[src/verilog/chip8_macros.svh]
`ifndef CHIP8_MACROS_SVH
`define CHIP8_MACROS_SVH

// program address space
`define CHIP8_ADDR_W       12
`define CHIP8_MEM_DEPTH    4096
`define CHIP8_PC_RESET     12'h200

// call stack
`define CHIP8_STACK_DEPTH  16

// bit 12 of paddr selects program memory
`define CHIP8_PADDR_W      13

// register offsets, paddr[11:0] with bit 12 clear
`define CHIP8_REG_CTRL     12'h000
`define CHIP8_REG_STATUS   12'h004
`define CHIP8_REG_I        12'h008
`define CHIP8_REG_V_BASE   12'h040

`endif

[src/verilog/chip8_isa_pkg.sv]
`include "chip8_macros.svh"

package chip8_isa_pkg;

   typedef logic [7:0]               byte_t;
   typedef logic [`CHIP8_ADDR_W-1:0] addr_t;
   typedef logic [3:0]               vidx_t;

   // major opcode, top nibble of the high byte
   typedef enum logic [3:0] {
      OP_SYS      = 4'h0,
      OP_JP       = 4'h1,
      OP_CALL     = 4'h2,
      OP_SE_BYTE  = 4'h3,
      OP_SNE_BYTE = 4'h4,
      OP_SE_REG   = 4'h5,
      OP_LD_BYTE  = 4'h6,
      OP_ADD_BYTE = 4'h7,
      OP_ALU      = 4'h8,
      OP_SNE_REG  = 4'h9,
      OP_LD_I     = 4'hA,
      OP_JP_V0    = 4'hB,
      OP_RND      = 4'hC,
      OP_DRW      = 4'hD,
      OP_SKP      = 4'hE,
      OP_MISC     = 4'hF
   } op_e;

   // 8xyN sub-operations
   typedef enum logic [3:0] {
      ALU_LD   = 4'h0,
      ALU_OR   = 4'h1,
      ALU_AND  = 4'h2,
      ALU_XOR  = 4'h3,
      ALU_ADD  = 4'h4,
      ALU_SUB  = 4'h5,
      ALU_SHR  = 4'h6,
      ALU_SUBN = 4'h7,
      ALU_SHL  = 4'hE
   } alu_e;

   typedef struct packed {
      op_e   op;
      vidx_t x;
      vidx_t y;
      logic [3:0] n;
      byte_t kk;
      addr_t nnn;
   } instr_t;

endpackage

[src/verilog/chip8_ram.sv]
module chip8_ram
   import chip8_isa_pkg::*;
#(
   parameter type payload_t = byte_t,
   parameter int  depth     = 16
)
(
   input  logic                     clk,
   input  logic                     we,
   input  logic [$clog2(depth)-1:0] waddr,
   input  payload_t                 d,
   input  logic [$clog2(depth)-1:0] raddr,
   output payload_t                 q
);

   payload_t mem [depth];

   always_ff @(posedge clk)
   begin
      if (we)
      begin
         mem[waddr] <= d;
      end
      q <= mem[raddr]; // old data on same-address write
   end

endmodule

[config.mk]
export PLATFORM = sky130hd
export DESIGN_NAME = chip8_ram
export DESIGN_NICKNAME = d
export VERILOG_FILES = /design/src/verilog/chip8_isa_pkg.sv /design/src/verilog/chip8_ram.sv
export VERILOG_INCLUDE_DIRS = /design/src /design/src/verilog
export SDC_FILE = /design/constraint.sdc
export NUM_CORES = 1
export LEC_CHECK = 0
export ABC_AREA = 0
export BUFFER_PORTS_ARGS = -buffer_cell sky130_fd_sc_hd__buf_2
export CAP_MARGIN = 20
export CORE_MARGIN = 4
export CORE_UTILIZATION = 42
export CTS_CLUSTER_SIZE = 40
export DETAILED_ROUTE_END_ITERATION = 8
export PLACE_DENSITY = 0.64
export REMOVE_ABC_BUFFERS = 1
export SLEW_MARGIN = 0
export SYNTH_ARGS = -nofsm -noshare
export SYNTH_HDL_FRONTEND = slang
export SYNTH_SLANG_ARGS = --single-unit
export TNS_END_PERCENT = 1
[constraint.sdc]
create_clock -name clk -period 5.3 [get_ports clk]
set_input_delay 1.06 -clock clk [delete_from_list [all_inputs] [get_ports clk]]
set_output_delay 1.06 -clock clk [all_outputs]
set_load 0.02 [all_outputs]
Yosys cells after proc, flatten, opt, wreduce, memory -nomap -nowiden --
Memory sizes are Yosys's and may differ from the RTL's. A register that Yosys moved wholly into a read port is not among the register bits. Index checks and enable logic that the tools add are counted.
Storage, ports and cells: memories kept 1, word-level logic and storage cells 3, flip-flop bits (word level) 0, bits in writable memories 128
Memories:
- mem | depth 16, bits a word 8, rd ports 1, clocked after Yosys merged registers in 1, write ports 1, line chip8_ram.sv:16 | payload_t mem [depth];
Operators by class: muxes and demuxes 2
Operators with widths (number):
- $mux 1 | 2

Logic depth before layout (Yosys ltp) --
Gate-level depths: netlist of run 1.
word-level depth 2, mapped depth 5

Worst setup path before layout of run 1 --
No wires, ideal clock.
kind input -> register, start input waddr[2], end memory mem[0][0] (netlist name), enable pin, arrival time 2.170 ns, data required time 4.917 ns, setup slack 2.747 ns, cell stages on the path 2, cell sequence or3b_2 nor3_1
RTL lines:
- from (decl) | line chip8_ram.sv:10 | input logic [$clog2(depth)-1:0] waddr,
- to (decl) | line chip8_ram.sv:16
No word-level cell before the write port.

Worst setup path after layout of run 1 --
start input waddr[2], end memory mem[0][0] (netlist name), enable pin
No word-level cell before the write port.

==> reports/metrics.cfg, run 1 <==
[yosys]
synth.area.top_cells=edfxtp_1, mux4_2, mux4_1
synth.distinct_cells=19
synth_top_area_cell=edfxtp_1
yosysWarnings=0
synthTopCellsByCount=edfxtp_1, mux4_2, a22oi_1
syn_inst=229
synth_top_family_by_area=multiplexers
synth_ff_type=edfxtp_1
synth-edff-count=128
yosys.area_share.simple=0.0318
syn_avg_cell_area_um2=22.5
synth-seq-cells=136
synth_mux_area_frac=0.150
ys_seq_area_frac=0.778
synth_most_common_cell=edfxtp_1
synth_adder_area_share=0
syn_area_mm2=0.00515
async_reset_ff_frac=0
synth_compound_area_frac=0.0233
synthXorXnorAreaFrac=0
synth_top_area_frac=0.747

[routing]
drc=0
first_pass_iters=4
wl_per_cell_um=23.0
routed_wl_um=9830
routed_via_density=5.48
first_iter_violations=185
drtAntennaViolNets=0
vias=2338

[power_and_ir_drop]
vdd_drop_max_uv=376
power.density_mw_per_mm2=420
leakage_nw=2.01
power_mw=2.53

[sta]
tightest_slew_ns=0.963
slew_violations=0
slew-limit-headroom=0.356
fin_crit_ns=2.53
fin_crit_sh=0.477
rsz0062_at_grt=false
setup_violations=0
worst_slack_ns=2.77
hold_viol_final=0
setup_tns_ns=0
fin_skew_ns=0.00736
max_freq_ghz=0.395

[worst_setup_path]
max_stage_delay_ns=0.65
cp_num_cells=4
path_delay_family=simple AND/OR/NAND/NOR gates
cp_common_cell=buf_2
r2r.worst_path.cells=3
crit_fanout=5
crit_path_end_kind=flip-flop
crit_start=waddr[2]
critical-path-slowest-cell=nor3_1
cp_cell_sequence=buf_2 > or3b_2 > nor3_1 > buf_2
cp.required_ns=5.42
critical_path_class=input pin to flip-flop
critPathBufInv=2
arrival_ns=2.65
rr_startpoint=mem[9][4]
critPathLaunchType=input pin

[die]
die_w_um=119
io_pins=26
die_h_um=119
rows=40
core_area_mm2=0.0120
initial_core_util=0.429
dieArea_mm2=0.0141

[clock_tree]
clock-sinks=136
numCtsBuffers=17
cts_root_buf=clkbuf_16
post_cts_buffers=0
clk_latency_ns=0.41
cts.repair.resized=0
ctsHtreeMaxLevel=4
path_clk_slew_ns=0.06
cts_hold_buf=0
cts_buffer_depth=2
cts_tree=done

[place]
portBuffers=25
place_ws_ns=2.17
gp_congestion=0.728
dp_hpwl_um=6100

[hold_path]
min_path_cells=3
hp-start=mem[8][2]
worstHoldPathType=flip-flop to flip-flop

[cells_and_area]
drive_gt1_frac=0.271
area_delta_synth_final_pct=17.0
nets=285
diodes=0

[global_routing]
grt-ovfl-total=0
grt_start_max_net_pins=33
grt_pass1_vias=2470
grt_antenna_before_repair=0
track_usage=0.150
grt_pass1_wl_um=15000

[flow_run]
maxCapViolations=0

[run_status]
outcome=complete, no violations

[flip-flops by register name, summed over array words and instances (netlist names)]
| register | count |
|---|---|
| mem | 128 |
| q | 8 |
[worst register-to-register path, delay by kind of cell (launching register included)]
| kind | cells | cell delay [ns] |
|---|---|---|
| multiplexers | 1 | 0.50 |
| flip-flops | 1 | 0.35 |
| AO/OA/AOI/OAI | 1 | 0.33 |
| AND/OR/NAND/NOR | 1 | 0.08 |
[cells in the final DEF (no fill, tap or decap), drive strengths merged]
master and instances:
edfxtp 128, mux4 32, buf 29, clkbuf 18, a22oi 16, nor2 13
nand2 9, dfxtp 8, clkinv 6, bufinv 4, nor3 4, clkinvlp 3
nand3b 2, nand2b 2, nor2b 1, and2 1, and2b 1, nand3 1
or3b 1, inv 1
[per-layer routing]
metal / global-route usage / share of wire / wire length (um)
met1: 0.207 / 0.44 / 4360
met2: 0.228 / 0.49 / 4780
met3: 0.0455 / 0.065 / 638
met4: 0.0500 / 0.0049 / 48
met5: 0 / 0 / 0
[through the flow]
step,hold WS (ns),cells,util,cell area (um2)
floorplan,0.629,219,-,5060
global placement,0.655,393,0.449,5390
detailed placement,0.673,394,0.449,5400
CTS,0.686,426,0.500,6000
global route,0.714,427,0.502,6020
finish,0.684,427,0.502,6020
[logic make-up (layout without fill, tap and decap cells)]
family | after synthesis | in the layout
buffers and inverters | 10 | 61
DFF | 136 | 136
and+or+nand+nor | 35 | 35
muxes | 32 | 32
AOI/OAI and AO/OA | 16 | 16
[final timing paths]
path                             endpoint  slack [ns]
worst max-delay path            mem[0][0]        2.77
worst min-delay path                 q[2]        0.68
worst max register to register       q[4]        3.91
worst min register to register       q[2]        0.68
[layout make-up]
| class | count | area (um2) |
|---|---|---|
| sequential | 136 | 4000 |
| clock inverter | 14 | 180 |
| multi-input combinational | 83 | 1060 |
| timing repair buffer | 29 | 165 |
| clock buffer | 18 | 429 |
| fill | 945 | 5990 |
| tap | 147 | 184 |
[power breakdown]
part | switching [mW] | internal, mW
Combinational | 0.0710 | 0.0447
Sequential | 0.00784 | 1.20
Clock | 0.424 | 0.781
Total | 0.503 | 2.03
Power figures use the tool's default switching activity.
==> run 2, diff against run 1 <==
--- a/config.mk
+++ b/config.mk
@@ -6,14 +6,14 @@
 export SDC_FILE = /design/constraint.sdc
 export NUM_CORES = 1
 export LEC_CHECK = 0
-export ABC_AREA = 0
+export ABC_AREA = 1
 export BUFFER_PORTS_ARGS = -buffer_cell sky130_fd_sc_hd__buf_2
 export CAP_MARGIN = 20
 export CORE_MARGIN = 4
 export CORE_UTILIZATION = 42
 export CTS_CLUSTER_SIZE = 40
 export DETAILED_ROUTE_END_ITERATION = 8
-export PLACE_DENSITY = 0.64
+export PLACE_DENSITY = 0.66
 export REMOVE_ABC_BUFFERS = 1
 export SLEW_MARGIN = 0
 export SYNTH_ARGS = -nofsm -noshare
==> constraint.sdc (replaced) <==
create_clock -name clk -period 2.07 [get_ports clk]
set_input_delay 0.414 -clock clk [delete_from_list [all_inputs] [get_ports clk]]
set_output_delay 0.414 -clock clk [all_outputs]
set_load 0.02 [all_outputs]
==> run 2 against run 1 <==
  * Wire length is 30% higher
  * Clock-buffer cell count stayed put
  * Sequential cell count stayed put
  * Final area rose by 11%
  * Worst hold slack lost 0.30 ns
  * Setup slack got worse by 2.1 ns
  * Sequential share of layout area down 6.6 points
  * Global-route usage increased by 1.9 points
  * Highest routed layer unchanged
==> reports/metrics.cfg, run 2 <==
[run_status]
outcome=complete, no violations

[die]
initial_core_util=0.432  ; +0.00350
core_area_mm2=0.0133  ; +11%
dieArea_mm2=0.0157  ; +11%
rows=42  ; +5.0%
die_h_um=125  ; +5.5%
io_pins=26  ; unchanged
die_w_um=125  ; +5.5%

[global_routing]
grt-ovfl-total=0  ; unchanged
track_usage=0.168  ; +0.0186
grt_antenna_before_repair=0  ; unchanged
grt_pass1_vias=3654  ; +48%
grt_start_max_net_pins=65  ; +97%
grt_pass1_wl_um=20000  ; +33%

[power_and_ir_drop]
power_switching_share=0.220  ; +0.0216
power_frac_seq=0.489  ; +0.011
p_int_mw=4.94  ; +140%
vdd_drop_max_uv=493  ; +31%
p_comb_frac=0.062  ; +0.016
pwr-share-clk=0.449  ; -0.027
power.density_mw_per_mm2=948  ; +130%
p_sw_mw=1.40  ; +180%
leakage_nw=2.89  ; +44%

[yosys]
yosysWarnings=0  ; unchanged
synth_top_area_cell=edfxtp_1
syn_area_mm2=0.00577  ; +12%
syn_inst=551  ; +140%
ys_seq_area_frac=0.694  ; -0.0835
synthTopCellsByCount=nand2_1, edfxtp_1, inv_1
synth_ff_type=edfxtp_1
synth-seq-cells=136  ; unchanged
synth-edff-count=128  ; unchanged
async_reset_ff_frac=0  ; unchanged
synth_most_common_cell=nand2_1
synth.area.top_cells=edfxtp_1, nand2_1, nand3_1
syn_avg_cell_area_um2=10.5  ; -53%
synth_top_area_frac=0.667  ; -0.0802
synth.distinct_cells=12  ; -7

[sta]
hold_viol_final=0  ; unchanged
slew_violations=0  ; unchanged
rsz0062_at_grt=false
fin_crit_ns=1.37
fin_skew_ns=0.00689  ; -0.000479 ns
fin_crit_sh=0.661
tightest_slew_ns=0.650  ; -0.313 ns
max_freq_ghz=0.731
setup_tns_ns=0  ; unchanged
slew-limit-headroom=0.565  ; +0.209
setup_violations=0  ; unchanged

[cells_and_area]
top_regs=mem: 128 flops, q: 8 flops
layout_commonest_cell=nand2_1
largest_register_ff_count=128  ; unchanged
diodes=0  ; unchanged
top_register=mem
drive_gt1_frac=0.123  ; -0.149
final_util=0.501  ; -0.000532
area_delta_synth_final_pct=16.0
nets=608  ; +110%
final_cell_mix=nand2_1, edfxtp_1, inv_1, nand3_1, buf_2

[hold_path]
worstHoldPathType=input pin to flip-flop

[place]
dp_hpwl_um=7970  ; +31%
gp_congestion=0.825  ; +13%
portBuffers=25  ; unchanged

[worst_setup_path]
critical_path_class=flip-flop to output port
crit_fanout=1  ; -4
crit_path_end_kind=output port
critical-path-slowest-cell=dfxtp_1
max_stage_delay_ns=0.36  ; -0.29 ns
path_delay_family=flip-flops
arrival_ns=0.95  ; -1.70 ns
cp.required_ns=1.66  ; -3.76 ns
critPathLaunchType=flip-flop
critPathBufInv=1  ; -1
cp_cell_sequence=buf_2

[routing]
drc=0  ; unchanged
wl_per_cell_um=16.4  ; -29%
drtAntennaViolNets=0  ; unchanged
routed_wl_um=12800  ; +30%
first_pass_iters=5  ; +1
first_iter_violations=466  ; +150%
routed_via_density=4.82  ; -12%
vias=3757  ; +61%

[clock_tree]
cts_hold_buf=0  ; unchanged
cts_buffer_depth=2  ; unchanged
cts.repair.resized=0  ; unchanged
path_clk_slew_ns=0.06  ; about the same
clock-sinks=136  ; unchanged
clk_latency_ns=0.41  ; about the same
cts_root_buf=clkbuf_16
cts_tree=done
numCtsBuffers=17  ; unchanged
post_cts_buffers=0  ; unchanged
ctsHtreeMaxLevel=4  ; unchanged

[flow_run]
maxCapViolations=0  ; unchanged

==> run 2: kinds of logic (layout without fill, tap and decap cells) <==
logic type | after synthesis | count (layout) | share of synthesized area
buffers and inverters | 126 | 178 | 0.0952
AND/OR/NAND/NOR | 289 | 289 | 0.210
flip-flops | 136 | 136 | 0.694
==> run 2: final timing paths <==
check                  start   end  slack (ns)  depth (start not counted)
setup / recovery        q[3]  q[3]        0.70                          1
hold / removal      raddr[3]  q[4]        0.38                          3
setup reg to reg   mem[3][7]  q[7]        1.04                          6
hold reg to reg   mem[14][4]  q[4]        0.65                          6
==> run 2: layer usage <==
metal,track usage,share of wire
met3,0.0362,0.051
met2,0.282,0.49
met1,0.215,0.43
met5,0,0
met4,0.0657,0.026
==> run 2: power groups by stage <==
stage          combinational, mW  clock, mW  sequential, mW
2_1_floorplan              0.166          0            3.17
3_3_place_gp               0.388          0            3.16
3_5_place_dp               0.395          0            3.16
6_report                   0.395       2.85            3.10
4_1_cts                    0.398       2.87            3.10
5_1_grt                    0.436       3.01            3.10
==> run 2: layout make-up <==
type / count / area [um2]
Fill cell: 1180 / 6660
Sequential cell: 136 / 4000
Multi-Input combinational cell: 289 / 1210
Clock buffer: 18 / 429
Inverter: 102 / 383
Timing Repair Buffer: 44 / 305
Tap cell: 176 / 220
Clock inverter: 14 / 133
==> run 2: per-stage QoR <==
step           power, mW  cell area [um2]  setup slack, ns  cells  hold WS [ns]
6_report            6.34             6690            0.702    779         0.379
5_1_grt             6.55             6690            0.660    779         0.389
4_1_cts             6.37             6690            0.664    779         0.370
3_5_place_dp        3.55             6130            0.359    747         0.652
3_3_place_gp        3.55             6130            0.384    747         0.657
2_1_floorplan       3.34             5600            0.676    527         0.513
