**src/verilog/chip8_macros.svh**
```systemverilog
`ifndef CHIP8_MACROS_SVH
`define CHIP8_MACROS_SVH

// program address space
`define CHIP8_ADDR_W       12
`define CHIP8_MEM_DEPTH    4096
`define CHIP8_PC_RESET     12'h200

// call stack
`define CHIP8_STACK_DEPTH  16

// bit 12 of paddr selects program memory
`define CHIP8_PADDR_W      13

// register offsets, paddr[11:0] with bit 12 clear
`define CHIP8_REG_CTRL     12'h000
`define CHIP8_REG_STATUS   12'h004
`define CHIP8_REG_I        12'h008
`define CHIP8_REG_V_BASE   12'h040

`endif

```
**src/verilog/chip8_isa_pkg.sv**
```systemverilog
`include "chip8_macros.svh"

package chip8_isa_pkg;

   typedef logic [7:0]               byte_t;
   typedef logic [`CHIP8_ADDR_W-1:0] addr_t;
   typedef logic [3:0]               vidx_t;

   // major opcode, top nibble of the high byte
   typedef enum logic [3:0] {
      OP_SYS      = 4'h0,
      OP_JP       = 4'h1,
      OP_CALL     = 4'h2,
      OP_SE_BYTE  = 4'h3,
      OP_SNE_BYTE = 4'h4,
      OP_SE_REG   = 4'h5,
      OP_LD_BYTE  = 4'h6,
      OP_ADD_BYTE = 4'h7,
      OP_ALU      = 4'h8,
      OP_SNE_REG  = 4'h9,
      OP_LD_I     = 4'hA,
      OP_JP_V0    = 4'hB,
      OP_RND      = 4'hC,
      OP_DRW      = 4'hD,
      OP_SKP      = 4'hE,
      OP_MISC     = 4'hF
   } op_e;

   // 8xyN sub-operations
   typedef enum logic [3:0] {
      ALU_LD   = 4'h0,
      ALU_OR   = 4'h1,
      ALU_AND  = 4'h2,
      ALU_XOR  = 4'h3,
      ALU_ADD  = 4'h4,
      ALU_SUB  = 4'h5,
      ALU_SHR  = 4'h6,
      ALU_SUBN = 4'h7,
      ALU_SHL  = 4'hE
   } alu_e;

   typedef struct packed {
      op_e   op;
      vidx_t x;
      vidx_t y;
      logic [3:0] n;
      byte_t kk;
      addr_t nnn;
   } instr_t;

endpackage

```
**src/verilog/chip8_apb_pkg.sv**
```systemverilog
`include "chip8_macros.svh"

package chip8_apb_pkg;
   import chip8_isa_pkg::*;

   typedef struct packed {
      logic                      psel;
      logic                      penable;
      logic                      pwrite;
      logic [`CHIP8_PADDR_W-1:0] paddr;
      logic [31:0]               pwdata;
   } apb_req_t;

   typedef struct packed {
      logic [31:0] prdata;
      logic        pready;
      logic        pslverr;
   } apb_rsp_t;

   typedef struct packed {
      logic  we;
      addr_t addr;
      byte_t data;
   } mem_wr_t;

   typedef struct packed {
      logic        running;
      addr_t       pc;
      logic [15:0] i_reg;
   } core_status_t;

endpackage

```
**src/verilog/chip8_apb_host.sv**
```systemverilog
`include "chip8_macros.svh"

module chip8_apb_host
   import chip8_isa_pkg::*;
   import chip8_apb_pkg::*;
(
   input  logic         clk,
   input  logic         rst_n,
   input  apb_req_t     req,
   input  core_status_t status,
   input  byte_t        dbg_vdata,
   output apb_rsp_t     rsp,
   output mem_wr_t      prog_wr,
   output logic         start,
   output vidx_t        dbg_vidx
);

   logic                     setup;
   logic                     access;
   logic                     is_mem;
   logic [`CHIP8_ADDR_W-1:0] offset;
   logic [`CHIP8_ADDR_W-1:0] v_off;
   logic                     hit_ctrl;
   logic                     hit_status;
   logic                     hit_i;
   logic                     hit_v;
   logic                     err;
   logic [31:0]              rdata;
   logic                     pready_q;
   logic                     pslverr_q;
   logic                     wr_pend_q;
   logic                     start_pend_q;
   logic [31:0]              prdata_q;
   addr_t                    wr_addr_q;
   byte_t                    wr_data_q;

   assign setup  = req.psel & ~req.penable;
   assign access = req.psel & req.penable;
   assign is_mem = req.paddr[`CHIP8_ADDR_W];
   assign offset = req.paddr[`CHIP8_ADDR_W-1:0];
   assign v_off  = offset - `CHIP8_REG_V_BASE;

   assign hit_ctrl   = ~is_mem & (offset == `CHIP8_REG_CTRL);
   assign hit_status = ~is_mem & (offset == `CHIP8_REG_STATUS);
   assign hit_i      = ~is_mem & (offset == `CHIP8_REG_I);
   assign hit_v      = ~is_mem & (v_off < 12'd64) & (v_off[1:0] == 2'b00);
   assign dbg_vidx   = v_off[5:2]; // word per V register

   always_comb
   begin
      if (is_mem)
         err = req.pwrite & status.running;
      else if (!(hit_ctrl | hit_status | hit_i | hit_v))
         err = 1'b1; // unmapped
      else
         err = req.pwrite & ~hit_ctrl; // only CTRL is writable
   end

   always_comb
   begin
      rdata = 32'h0;
      if (hit_status)
         rdata = {4'h0, status.pc, 15'h0, status.running};
      else if (hit_i)
         rdata = {16'h0, status.i_reg};
      else if (hit_v)
         rdata = {24'h0, dbg_vdata};
   end

   // decode in setup, answer in access
   always_ff @(posedge clk)
   begin
      if (!rst_n)
      begin
         pready_q     <= 1'b0;
         pslverr_q    <= 1'b0;
         wr_pend_q    <= 1'b0;
         start_pend_q <= 1'b0;
      end
      else
      begin
         pready_q     <= setup;
         pslverr_q    <= setup & err;
         wr_pend_q    <= setup & is_mem & req.pwrite & ~err;
         start_pend_q <= setup & hit_ctrl & req.pwrite & req.pwdata[0];
      end
   end

   always_ff @(posedge clk)
   begin
      if (setup)
      begin
         prdata_q  <= req.pwrite ? 32'h0 : rdata;
         wr_addr_q <= offset;
         wr_data_q <= req.pwdata[7:0];
      end
   end

   assign rsp = '{prdata: prdata_q, pready: pready_q & access, pslverr: pslverr_q & access};
   assign prog_wr = '{we: wr_pend_q & access, addr: wr_addr_q, data: wr_data_q};
   assign start = start_pend_q & access;

endmodule

```
**config.mk**
```make
export PLATFORM = sky130hd
export DESIGN_NAME = chip8_apb_host
export DESIGN_NICKNAME = d
export VERILOG_FILES = /design/src/verilog/chip8_isa_pkg.sv /design/src/verilog/chip8_apb_pkg.sv /design/src/verilog/chip8_apb_host.sv
export VERILOG_INCLUDE_DIRS = /design/src /design/src/verilog
export SDC_FILE = /design/constraint.sdc
export NUM_CORES = 1
export LEC_CHECK = 0
export BUFFER_PORTS_ARGS = -buffer_cell sky130_fd_sc_hd__buf_2
export CAP_MARGIN = 20
export CORE_ASPECT_RATIO = 1.4
export CORE_MARGIN = 10
export CORE_UTILIZATION = 36
export CTS_CLUSTER_DIAMETER = 100
export DETAILED_ROUTE_END_ITERATION = 10
export PLACE_DENSITY = 0.75
export SYNTH_ARGS = -nofsm -noshare
export SYNTH_HDL_FRONTEND = slang
export SYNTH_SLANG_ARGS = --single-unit
```
**constraint.sdc**
```tcl
create_clock -name clk -period 2.94 [get_ports clk]
set_input_delay 0.147 -clock clk [delete_from_list [all_inputs] [get_ports clk]]
set_output_delay 0.147 -clock clk [all_outputs]
set_load 0.1 [all_outputs]
```
## After elaboration in Yosys (flattened, before gate mapping)

Index checks and enable logic that the tools add are counted.

| storage, ports and cells | value |
|---|---|
| register bits after elaboration | 56 |
| input bits | 87 |
| word-level logic and storage cells | 49 |

| cells by class | value |
|---|---|
| add/sub/neg operators | 1 |
| $lt $le $gt $ge | 1 |
| eq/ne operators | 2 |
| multiplexer cells | 5 |
| bitwise operators | 27 |
| reduce and logical (&&, ||, !) cells | 4 |

Operators by type and width:

| cell | number |
|---|---|
| $mux W28 | 1 |
| $and A1 B1 Y1 | 20 |
| $mux W16 | 1 |
| $eq A12 B3 Y1 const B | 1 |
| $eq A12 B4 Y1 const B | 1 |
| $logic_not A12 Y1 | 1 |
| $lt A12 B7 Y1 const B | 1 |
| $sub A12 B7 Y12 const B | 1 |
| $mux W8 | 1 |
| $not A1 Y1 | 4 |
| $or A1 B1 Y1 | 3 |
| $reduce_or A3 Y1 | 1 |
| $logic_not A2 Y1 | 1 |
| $mux W1 | 2 |
| $reduce_or A2 Y1 | 1 |

## Longest topological paths before layout

Gate-level depths: netlist of the first run.

| depth | value |
|---|---|
| word-level depth | 9 |
| mapped depth | 5 |
| depth with buffers taken out | 4 |

## Worst setup path before layout of the first run

Ideal clock, no wire load.

| timing | value |
|---|---|
| path type | input to register |
| from | input req[46] (netlist name) |
| to | register wr_pend_q |
| setup time | 0.080 ns |
| arrival time | 2.900 ns |
| path slack | -0.040 ns |
| cell stages on the path | 4 |
| cells stage by stage | nor2b_1 and2_1 nand2_1 nor3b_1 |

| on the way | value |
|---|---|
| word-level cells in the longest chain between the ends | 5 |

RTL lines:

| element | line | RTL |
|---|---|---|
| start, declared | chip8_apb_host.sv:9 | `input apb_req_t req,` |
| $not A1 Y1 | chip8_apb_host.sv:37 | `assign setup = req.psel & ~req.penable;` |
| $and A1 B1 Y1 | chip8_apb_host.sv:37 |  |
| $and A1 B1 Y1 (3 in a row) | chip8_apb_host.sv:84 | `wr_pend_q <= setup & is_mem & req.pwrite & ~err;` |
| end signal, assigned | chip8_apb_host.sv:84 |  |
| end, declared | chip8_apb_host.sv:31 | `logic wr_pend_q;` |

Every way passes these cells.
A chain may end at the register's enable or synchronous reset.

## Final worst setup path of the first run

| timing | value |
|---|---|
| from | input req[37] (netlist name) |
| to | register prdata_q[19], data pin |

| on the way | value |
|---|---|
| word-level cells in the longest chain between the ends | 3 |

RTL lines:

| element | line | RTL |
|---|---|---|
| $eq A12 B3 Y1 (no line) | - |  |
| $and A1 B1 Y1 | chip8_apb_host.sv:44 | `` assign hit_status = ~is_mem & (offset == `CHIP8_REG_STATUS); `` |
| $mux W28 | chip8_apb_host.sv:62 | `if (hit_status)` |
| end signal, assigned | chip8_apb_host.sv:93 | `prdata_q <= req.pwrite ? 32'h0 : rdata;` |
| end, declared | chip8_apb_host.sv:33 | `logic [31:0] prdata_q;` |

Every way passes these cells.

==> run summary, run 1 <==
first-pass GRT wire length: 8.29 mm
Fin. Hold Viols: 0
Tmin final: 1.68 ns
placed cells: 309
area delta synth->final: 35.9%
area leader, netlist: edfxtp_1
Int Pwr: 0.00108 W
status: completed
ys async rst share: 0%
non-filler cells in the finished layout: 317
Ant. Diodes: 0
worst vdd ir: 0.326 mV
most frequent cells after synthesis: edfxtp_1, and2_1, nor2_1
Post-route DRC: 0
Via Count: 1,428
Routed WL: 5.37 mm
RSZ-0062 raised after global routing: no
CP required: 3.10 ns
FP Rows: 32
DR pass1 iterations: 4
Post-CTS Setup Bufs: 0
# port buffers: 118
Avg Cell Area, Syn: 15.8 um2
max cap viols: 0
PD cells: 614 nW/um2
Nets: 335
clock root cell: clkbuf_8
clk buf depth: 2
number of global-route vias before repair: 1,642
dpl ws: 0.915 ns
share of cells above drive strength 1: 52.6%
Startpoint Class: primary input
Placer Congestion: 0.705
top fanout value on the critical path: 13
Mapped Area: 2030 um2
Die X: 83.5 um
hpwl dp: 4.42 mm
Hold Crit Class: primary input to register
critical path arrival: 1.84 ns
initial antenna violation count: 0
Sink Count: 52
area share of the largest cell type after synthesis: 70.9%
sw frac: 36.4%
period utilisation layout: 57.0%
1st-iter DRT viols: 60
Clk pwr share: 22.7%
Setup TNS Final: 0 ns
H-tree lvl count: 2
Post-synth EDFFs: 48
Ports: 147
critical path class: primary input to register
overall global routing resource usage: 11.3%
largest net degree at the start of global routing: 30
clock-pin slew on the worst setup and hold paths: 0.09 ns
drt wl/cell: 16.9 um
register bit total from synthesis: 52
Comb pwr share: 26.8%
Netlist cell types: 26
Seq/Total Area, Yosys: 74.9%
Leakage: 1.12 nW
initial core utilization: 37.0%
hold path cells: 1
grt ovf: 0
cells after synthesis: 129
core area: 5490 um2
Tightest Pin Transition: 0.638 ns
Area contributors post-synth: edfxtp_1, and2_1, dfxtp_1, a22oi_1, buf_4
PostCTS Resize Cnt: 0
metal2 WL: 2.84 mm
routed length on met3: 426 um
Die Ht: 109 um
CTS Hold Bufs: 0
Setup-failing EPs final: 0
Hold Path Sink: wr_data_q[5]
post-route ant nets: 0
HP Start: req[5]
CTS tree: yes
Vias per Instance: 4.50
Metal-1 WL: 2.09 mm
Die ar.: 9090 um2
yosys warns: 0
post-route setup slack: 1.26 ns
Slew HR: 57.4%
top layer in use: met4
Synth Flop Type: edfxtp_1
clock buffer count from CTS: 5
CP Capture Type: register
max-slew violation count: 0
sequential power share: 50.5%
top-count cell post-synth: edfxtp_1
upper clock frequency limit: 0.597 GHz
Switch Pwr: 0.000617 W
==> cell type report <==
type	count	area, um2
inverter	1	3.75
multi-input combinational	69	457
clock inverter	2	11.3
clock buffer	6	72.6
timing repair buffer	119	611
fill	485	2720
sequential	52	1520
tap	68	85.1
==> worst max-delay path, cell delays in order <==
cell and delay, ns:
buf_2 0.12, or4_4 0.55, nor2_1 0.23, nor4b_4 0.55, and2_1 0.23
==> routing by layer <==
layer | global-route usage (%) | up-vias
li1 | - | 702
met1 | 12.1 | 656
met2 | 20.5 | 68
met3 | 4.18 | 2
met4 | 3.60 | 0
met5 | 0 | -
==> cell families (layout without fill, tap and decap cells) <==
kind of cell | Yosys count | in the layout | share of synthesized area, %
AOI/OAI and AO/OA | 12 | 12 | 4.50
buffers and inverters | 11 | 128 | 3.57
DFF | 52 | 52 | 74.9
other | 1 | 4 | 0.185
and+or+nand+nor | 53 | 53 | 16.9
==> power by group through the flow <==
stage | combinational (W) | clock (W) | sequential, W
after global placement | 0.000455 | 0 | 0.000871
final | 0.000454 | 0.000386 | 0.000856
after detailed placement | 0.000458 | 0 | 0.000874
after CTS | 0.000458 | 0.000402 | 0.000857
after floorplan | 0.0000779 | 0 | 0.00116
after global routing | 0.000470 | 0.000426 | 0.000860
==> metrics by stage <==
step                power [W]  area (um2)  utilization [%]  hold WS (ns)
floorplan             0.00124        2050                -         0.223
global placement      0.00133        2680             48.8         0.324
detailed placement    0.00133        2680             48.8         0.325
CTS                   0.00172        2760             50.3        0.0118
global route          0.00176        2760             50.3        0.0117
finish                0.00170        2760             50.3        0.0273
==> state kept, by name, summed over array words and instances, names as in the netlist <==
name          count
wr_addr_q        12
pready_q          1
prdata_q         28
start_pend_q      1
wr_data_q         8
wr_pend_q         1
pslverr_q         1
==> cell usage in the layout (no fill, tap or decap), types with 2 or more instances in the layout <==
cell and count:
and3_1 4, clkbuf_8 5, edfxtp_1 48, nor2_1 10, and2_1 21, nor3_1 2
nand2_1 5, conb_1 4, nor3b_4 2, dfxtp_1 4, a22oi_1 8, buf_2 118
==> how the worst max path moves through the flow <==
stage	slack [ns]	cells past startpoint	start	endpoint
3_3_place_gp	0.98	5	req[37]	prdata_q[12]
5_1_grt	1.10	5	req[37]	prdata_q[25]
2_1_floorplan	0.91	4	req[47]	wr_pend_q
4_1_cts	1.22	5	req[37]	prdata_q[19]
3_5_place_dp	0.92	5	req[37]	prdata_q[19]
6_report	1.26	5	req[37]	prdata_q[19]
No activity file was read; power rests on OpenSTA's default activity.
==> inputs of run 2 (changes only) <==
clock period = 1.46 ns   (was 2.94 ns; I/O delays follow)
==> run 2 against run 1 <==
Global-route usage grew 0.92 points; die area is the same; worst hold slack lost 0.014 ns; largest power group unchanged; utilization grew 4.4 points; routed wire length grew 5.7%; critical path depth is the same; non-clock buffer count grew 25; via count grew 9.0%; sequential cell count is the same.
==> run summary, run 2 (same netlist as run 1, synthesis figures left out) <==
Hold Crit Class: primary input to register
largest net degree at the start of global routing: 38 (+27%)
Setup-failing EPs final: 0 (unchanged)
Routed WL: 5.67 mm (+5.7%)
Via Count: 1,556 (+9.0%)
dominant cell type by count on the critical path: nor3b_4
grt ovf: 0 (unchanged)
Top reg by flops: prdata_q
FP Rows: 32 (unchanged)
commonest non-fill, non-tap cells in the layout: buf_2, edfxtp_1, and2_1
number of global-route vias before repair: 1,747 (+6.4%)
worst vdd ir: 0.446 mV (+37%)
Slowest Stage Delay on Critical Path: 0.56 ns (about the same)
Slowest-stage cell, CP: or4_4
Tightest Pin Transition: 0.541 ns (-0.0976 ns)
CP Capture Type: register
clk buf depth: 2 (unchanged)
1st-iter DRT viols: 51 (-15%)
Largest register FFs: 28 (unchanged)
clock buffer count from CTS: 5 (unchanged)
Placer Congestion: 0.706 (about the same)
drt wl/cell: 16.5 um (-2.3%)
Reg area: 1520 um2 (unchanged)
clock root cell: clkbuf_8
PD cells: 1150 nW/um2 (+87%)
period utilisation layout: 90.2%
DR pass1 iterations: 4 (unchanged)
Die X: 83.5 um (unchanged)
share of cells above drive strength 1: 52.6% (-0.056 points)
Tmin final: 1.32 ns
upper clock frequency limit: 0.759 GHz
critical path class: primary input to register
post-route ant nets: 0 (unchanged)
initial antenna violation count: 2 (+2)
Setup TNS Final: 0 ns (unchanged)
Sink Count: 52 (unchanged)
status: completed
Total Power: 0.00344 W (+100%)
Die Ht: 109 um (unchanged)
first-pass GRT wire length: 8.88 mm (+7.2%)
final hold slack: 0.0129 ns (-0.0144 ns)
clock-pin slew on the worst setup and hold paths: 0.09 ns (about the same)
max cap viols: 0 (unchanged)
RSZ-0062 raised after global routing: no
initial core utilization: 37.0% (unchanged)
Fin. Hold Viols: 0 (unchanged)
Vias per Instance: 4.54 (+0.70%)
Ports: 147 (unchanged)
Filler Cell Count: 493 (+1.6%)
Die ar.: 9090 um2 (unchanged)
Slew HR: 63.9% (+6.5 points)
critical path arrival: 1.48 ns (-0.36 ns)
Post-CTS Setup Bufs: 0 (unchanged)
CTS tree: yes
area delta synth->final: 47.7%
top fanout value on the critical path: 8 (-5)
core area: 5490 um2 (unchanged)
multi-input logic area: 459 um2 (+0.55%)
max-slew violation count: 0 (unchanged)
non-filler cells in the finished layout: 343 (+8.2%)
commonest non-fill, non-tap cell in the layout: buf_2
Leakage: 1.24 nW (+11%)
Post-route DRC: 0 (unchanged)
Final Util: 54.7% (+4.4 points)
CP required: 1.62 ns (-1.48 ns)
Startpoint Class: primary input
hpwl dp: 4.61 mm (+4.4%)
overall global routing resource usage: 12.2% (+0.92 points)
crit-path cells: buf_2 > or4_4 > nor3b_4 > nor3b_4 > and2_1
H-tree lvl count: 2 (unchanged)
placed cells: 320 (+3.6%)
Nets: 360 (+7.5%)
top flop regs: prdata_q: 28 flops, wr_addr_q: 12 flops, wr_data_q: 8 flops
# port buffers: 118 (unchanged)
==> run 2: cell count changes in the layout (fill, tap and decap cells not counted) <==
cell | before | now
buf_12 | 1 | 2
buf_4 | 0 | 10
clkbuf_1 | 1 | 0
clkinv_2 | 0 | 2
clkinvlp_4 | 1 | 0
diode_2 | 0 | 1
dlygate4sd3_1 | 0 | 14
nor2_1 | 10 | 9
nor2_2 | 0 | 1
==> run 2: worst paths after layout <==
kind,startpoint,end,slack (ns),cells past startpoint
max,req[37],prdata_q[13],0.14,5
min,status[28],wr_pend_q,0.01,2
==> run 2: through the flow <==
stage,instance area (um2),setup slack [ns]
2_1_floorplan,2050,-0.0329
6_report,3000,0.143
3_3_place_gp,2770,-0.155
3_5_place_dp,2770,-0.211
4_1_cts,3000,0.0964
5_1_grt,3000,0.0466
==> run 2: power by group <==
part | leakage (nW) | internal (W) | total, W | switching, W
registers | 0.449 | 0.00170 | 0.00172 | 0.0000171
clock network | 0.0453 | 0.000326 | 0.000760 | 0.000434
logic | 0.748 | 0.000168 | 0.000958 | 0.000790
total | 1.24 | 0.00220 | 0.00344 | 0.00124
==> run 2: area by class of cell <==
type | count | area share [%]
flip-flops and latches | 52 | 50.7
repair buffers | 144 | 28.2
multi-input cells | 69 | 15.3
well taps | 68 | 2.84
clock buffers | 5 | 2.29
clock inverters | 3 | 0.459
inverters | 1 | 0.125
diodes | 1 | 0.0834
==> run 2: worst max-delay path: cells and delay by family <==
family	cells	cell delay, ns
buffers and inverters	1	0.10
and+or+nand+nor	4	1.29
==> run 2: timing repair <==
| item | CTS | global route |
|---|---|---|
| hold endpoints to repair | 14 | 0 |
| setup endpoints to repair | 0 | 3 |
| hold buffers | 14 | 0 |
| gates resized for setup | 0 | 1 |
==> run 2: routing by layer <==
metal,vias up,global-route usage [%],routed length (um)
met3,6,4.70,466
met2,73,21.9,3010
met1,722,12.8,2090
met5,-,0,17
met4,2,4.80,87
li1,753,-,-
==> inputs of run 3 (changes only) <==
REMOVE_ABC_BUFFERS = 1   (was default)
==> run 3 against run 2 <==
Critical path depth did not move; utilization shrank 0.14 points; global-route usage down 0.61 points; sequential power about the same; worst setup slack lost 0.0052 ns; worst hold slack gained 0.011 ns; final cell count decreased by 0.29%; critical path type unchanged; first-iteration DRC count is 24% lower; routed wire length down 5.4%; count of clock-buffer cells in the layout did not move; final area is 0.25% lower; maximum frequency down 0.39%.
==> run summary, run 3 (same netlist as run 1, synthesis figures left out) <==
crit path from: req[37]
Setup-failing EPs final: 0 (unchanged)
H-tree lvl count: 2 (unchanged)
Sink Count: 52 (unchanged)
Slew HR: 62.5% (-1.4 points)
# port buffers: 118 (unchanged)
Die Ht: 109 um (unchanged)
max-slew violation count: 0 (unchanged)
post-route setup slack: 0.138 ns (-0.00521 ns)
Top reg by flops: prdata_q
CP Capture Type: register
post-route ant nets: 0 (unchanged)
critical path arrival: 1.51 ns (+0.03 ns)
FP Rows: 32 (unchanged)
Die ar.: 9090 um2 (unchanged)
Ant. Diodes: 0 (-1)
commonest non-fill, non-tap cells in the layout: buf_2, edfxtp_1, and2_1
post-route cell area: 2990 um2 (-0.25%)
WP buf/inv: 1 (unchanged)
CTS tree: yes
Final Util: 54.6% (-0.14 points)
Tightest Pin Transition: 0.561 ns (+0.0206 ns)
Cell Area, Placed: 2750 um2 (-0.72%)
crit-path cells: buf_2 > or4_4 > or3_2 > a221oi_1 > nor2_1
number of global-route vias before repair: 1,693 (-3.1%)
Vias per Instance: 4.55 (+0.23%)
Fin. Hold Viols: 0 (unchanged)
Hold Crit Class: primary input to register
worst vdd ir: 0.694 mV (+56%)
share of cells above drive strength 1: 52.6% (unchanged)
status: completed
RSZ-0062 raised after global routing: no
CP top delay family: simple AND/OR/NAND/NOR gates
top flop regs: prdata_q: 28 flops, wr_addr_q: 12 flops, wr_data_q: 8 flops
1st-iter DRT viols: 39 (-24%)
Crit path depth: 5 (unchanged)
Tmin final: 1.32 ns (+0.00521 ns)
commonest non-fill, non-tap cell in the layout: buf_2
Largest register FFs: 28 (unchanged)
clock-pin slew on the worst setup and hold paths: 0.09 ns (about the same)
DR pass1 iterations: 4 (unchanged)
max cap viols: 0 (unchanged)
hpwl dp: 4.45 mm (-3.6%)
area delta synth->final: 47.3%
grt ovf: 0 (unchanged)
clock root cell: clkbuf_8
Nets: 360 (unchanged)
HP Start: rst_n
overall global routing resource usage: 11.6% (-0.61 points)
Via Count: 1,555 (-0.064%)
Die X: 83.5 um (unchanged)
dpl ws: -0.212 ns (-0.00151 ns)
non-filler cells in the finished layout: 342 (-0.29%)
Startpoint Class: primary input
Total Power: 0.00347 W (+0.86%)
clock buffer count from CTS: 5 (unchanged)
placed cells: 319 (-0.31%)
largest net degree at the start of global routing: 36 (-5.3%)
core area: 5490 um2 (unchanged)
drt wl/cell: 15.7 um (-5.2%)
Ports: 147 (unchanged)
period utilisation layout: 90.6% (+0.36 points)
Slowest Stage Delay on Critical Path: 0.56 ns (about the same)
PD cells: 1160 nW/um2 (+1.1%)
top fanout value on the critical path: 3 (-5)
critical path class: primary input to register
first-pass GRT wire length: 8.49 mm (-4.4%)
clk buf depth: 2 (unchanged)
upper clock frequency limit: 0.756 GHz (-0.39%)
CP required: 1.65 ns (+0.03 ns)
initial antenna violation count: 0 (-2)
Leakage: 1.24 nW (-0.42%)
Post-route DRC: 0 (unchanged)
Placer Congestion: 0.788 (+12%)
Routed WL: 5.36 mm (-5.4%)
crit path capture: pslverr_q
Slowest-stage cell, CP: or4_4
initial core utilization: 37.0% (unchanged)
run 3: layer usage:
| metal | track usage (%) | share of wire (%) | wire length [um] |
|---|---|---|---|
| met1 | 11.8 | 36 | 1950 |
| met5 | 0 | 0 | 0 |
| met2 | 19.5 | 49 | 2630 |
| met4 | 4.08 | 1.3 | 71 |
| met3 | 7.09 | 13 | 710 |
run 3: worst min-delay path by stage:
stage	end	slack (ns)	cells past startpoint
floorplan	dbg_vidx[0]	0.15	0
global placement	wr_data_q[1]	0.25	1
detailed placement	wr_data_q[3]	0.25	1
CTS	wr_addr_q[3]	0.005	1
global route	prdata_q[12]	0.02	2
finish	pready_q	0.02	2
run 3: layout make-up:
cell class                      count  area [um2]
Clock inverter                      3        18.8
Sequential cell                    52        1520
Clock buffer                        5        68.8
Inverter                            1        3.75
Multi-Input combinational cell     69         459
Fill cell                         465        2490
Timing Repair Buffer              144         836
Tap cell                           68        85.1
run 3: stage by stage:
step	hold WS, ns	TNS [ns]
final	0.0236	0
after floorplan	0.146	-65.78
after CTS	0.00495	0
after detailed placement	0.251	-4.68
after global routing	0.0174	0
after global placement	0.251	-3.88
run 3: report_power, final:
part,switching (W),leakage (nW),total (W),internal [W]
Clock,0.000454,0.0479,0.000788,0.000335
Combinational,0.000788,0.740,0.000957,0.000169
Sequential,0.0000193,0.449,0.00172,0.00171
Total,0.00126,1.24,0.00347,0.00221
run 3: repair_timing:
action / 4_1_cts / 5_1_grt
hold buffers: 15 / 0
hold endpoints to repair: 15 / 0
gates resized for setup: 0 / 1
endpoints found under the setup margin: 0 / 2
buffers inserted: 0 / 0
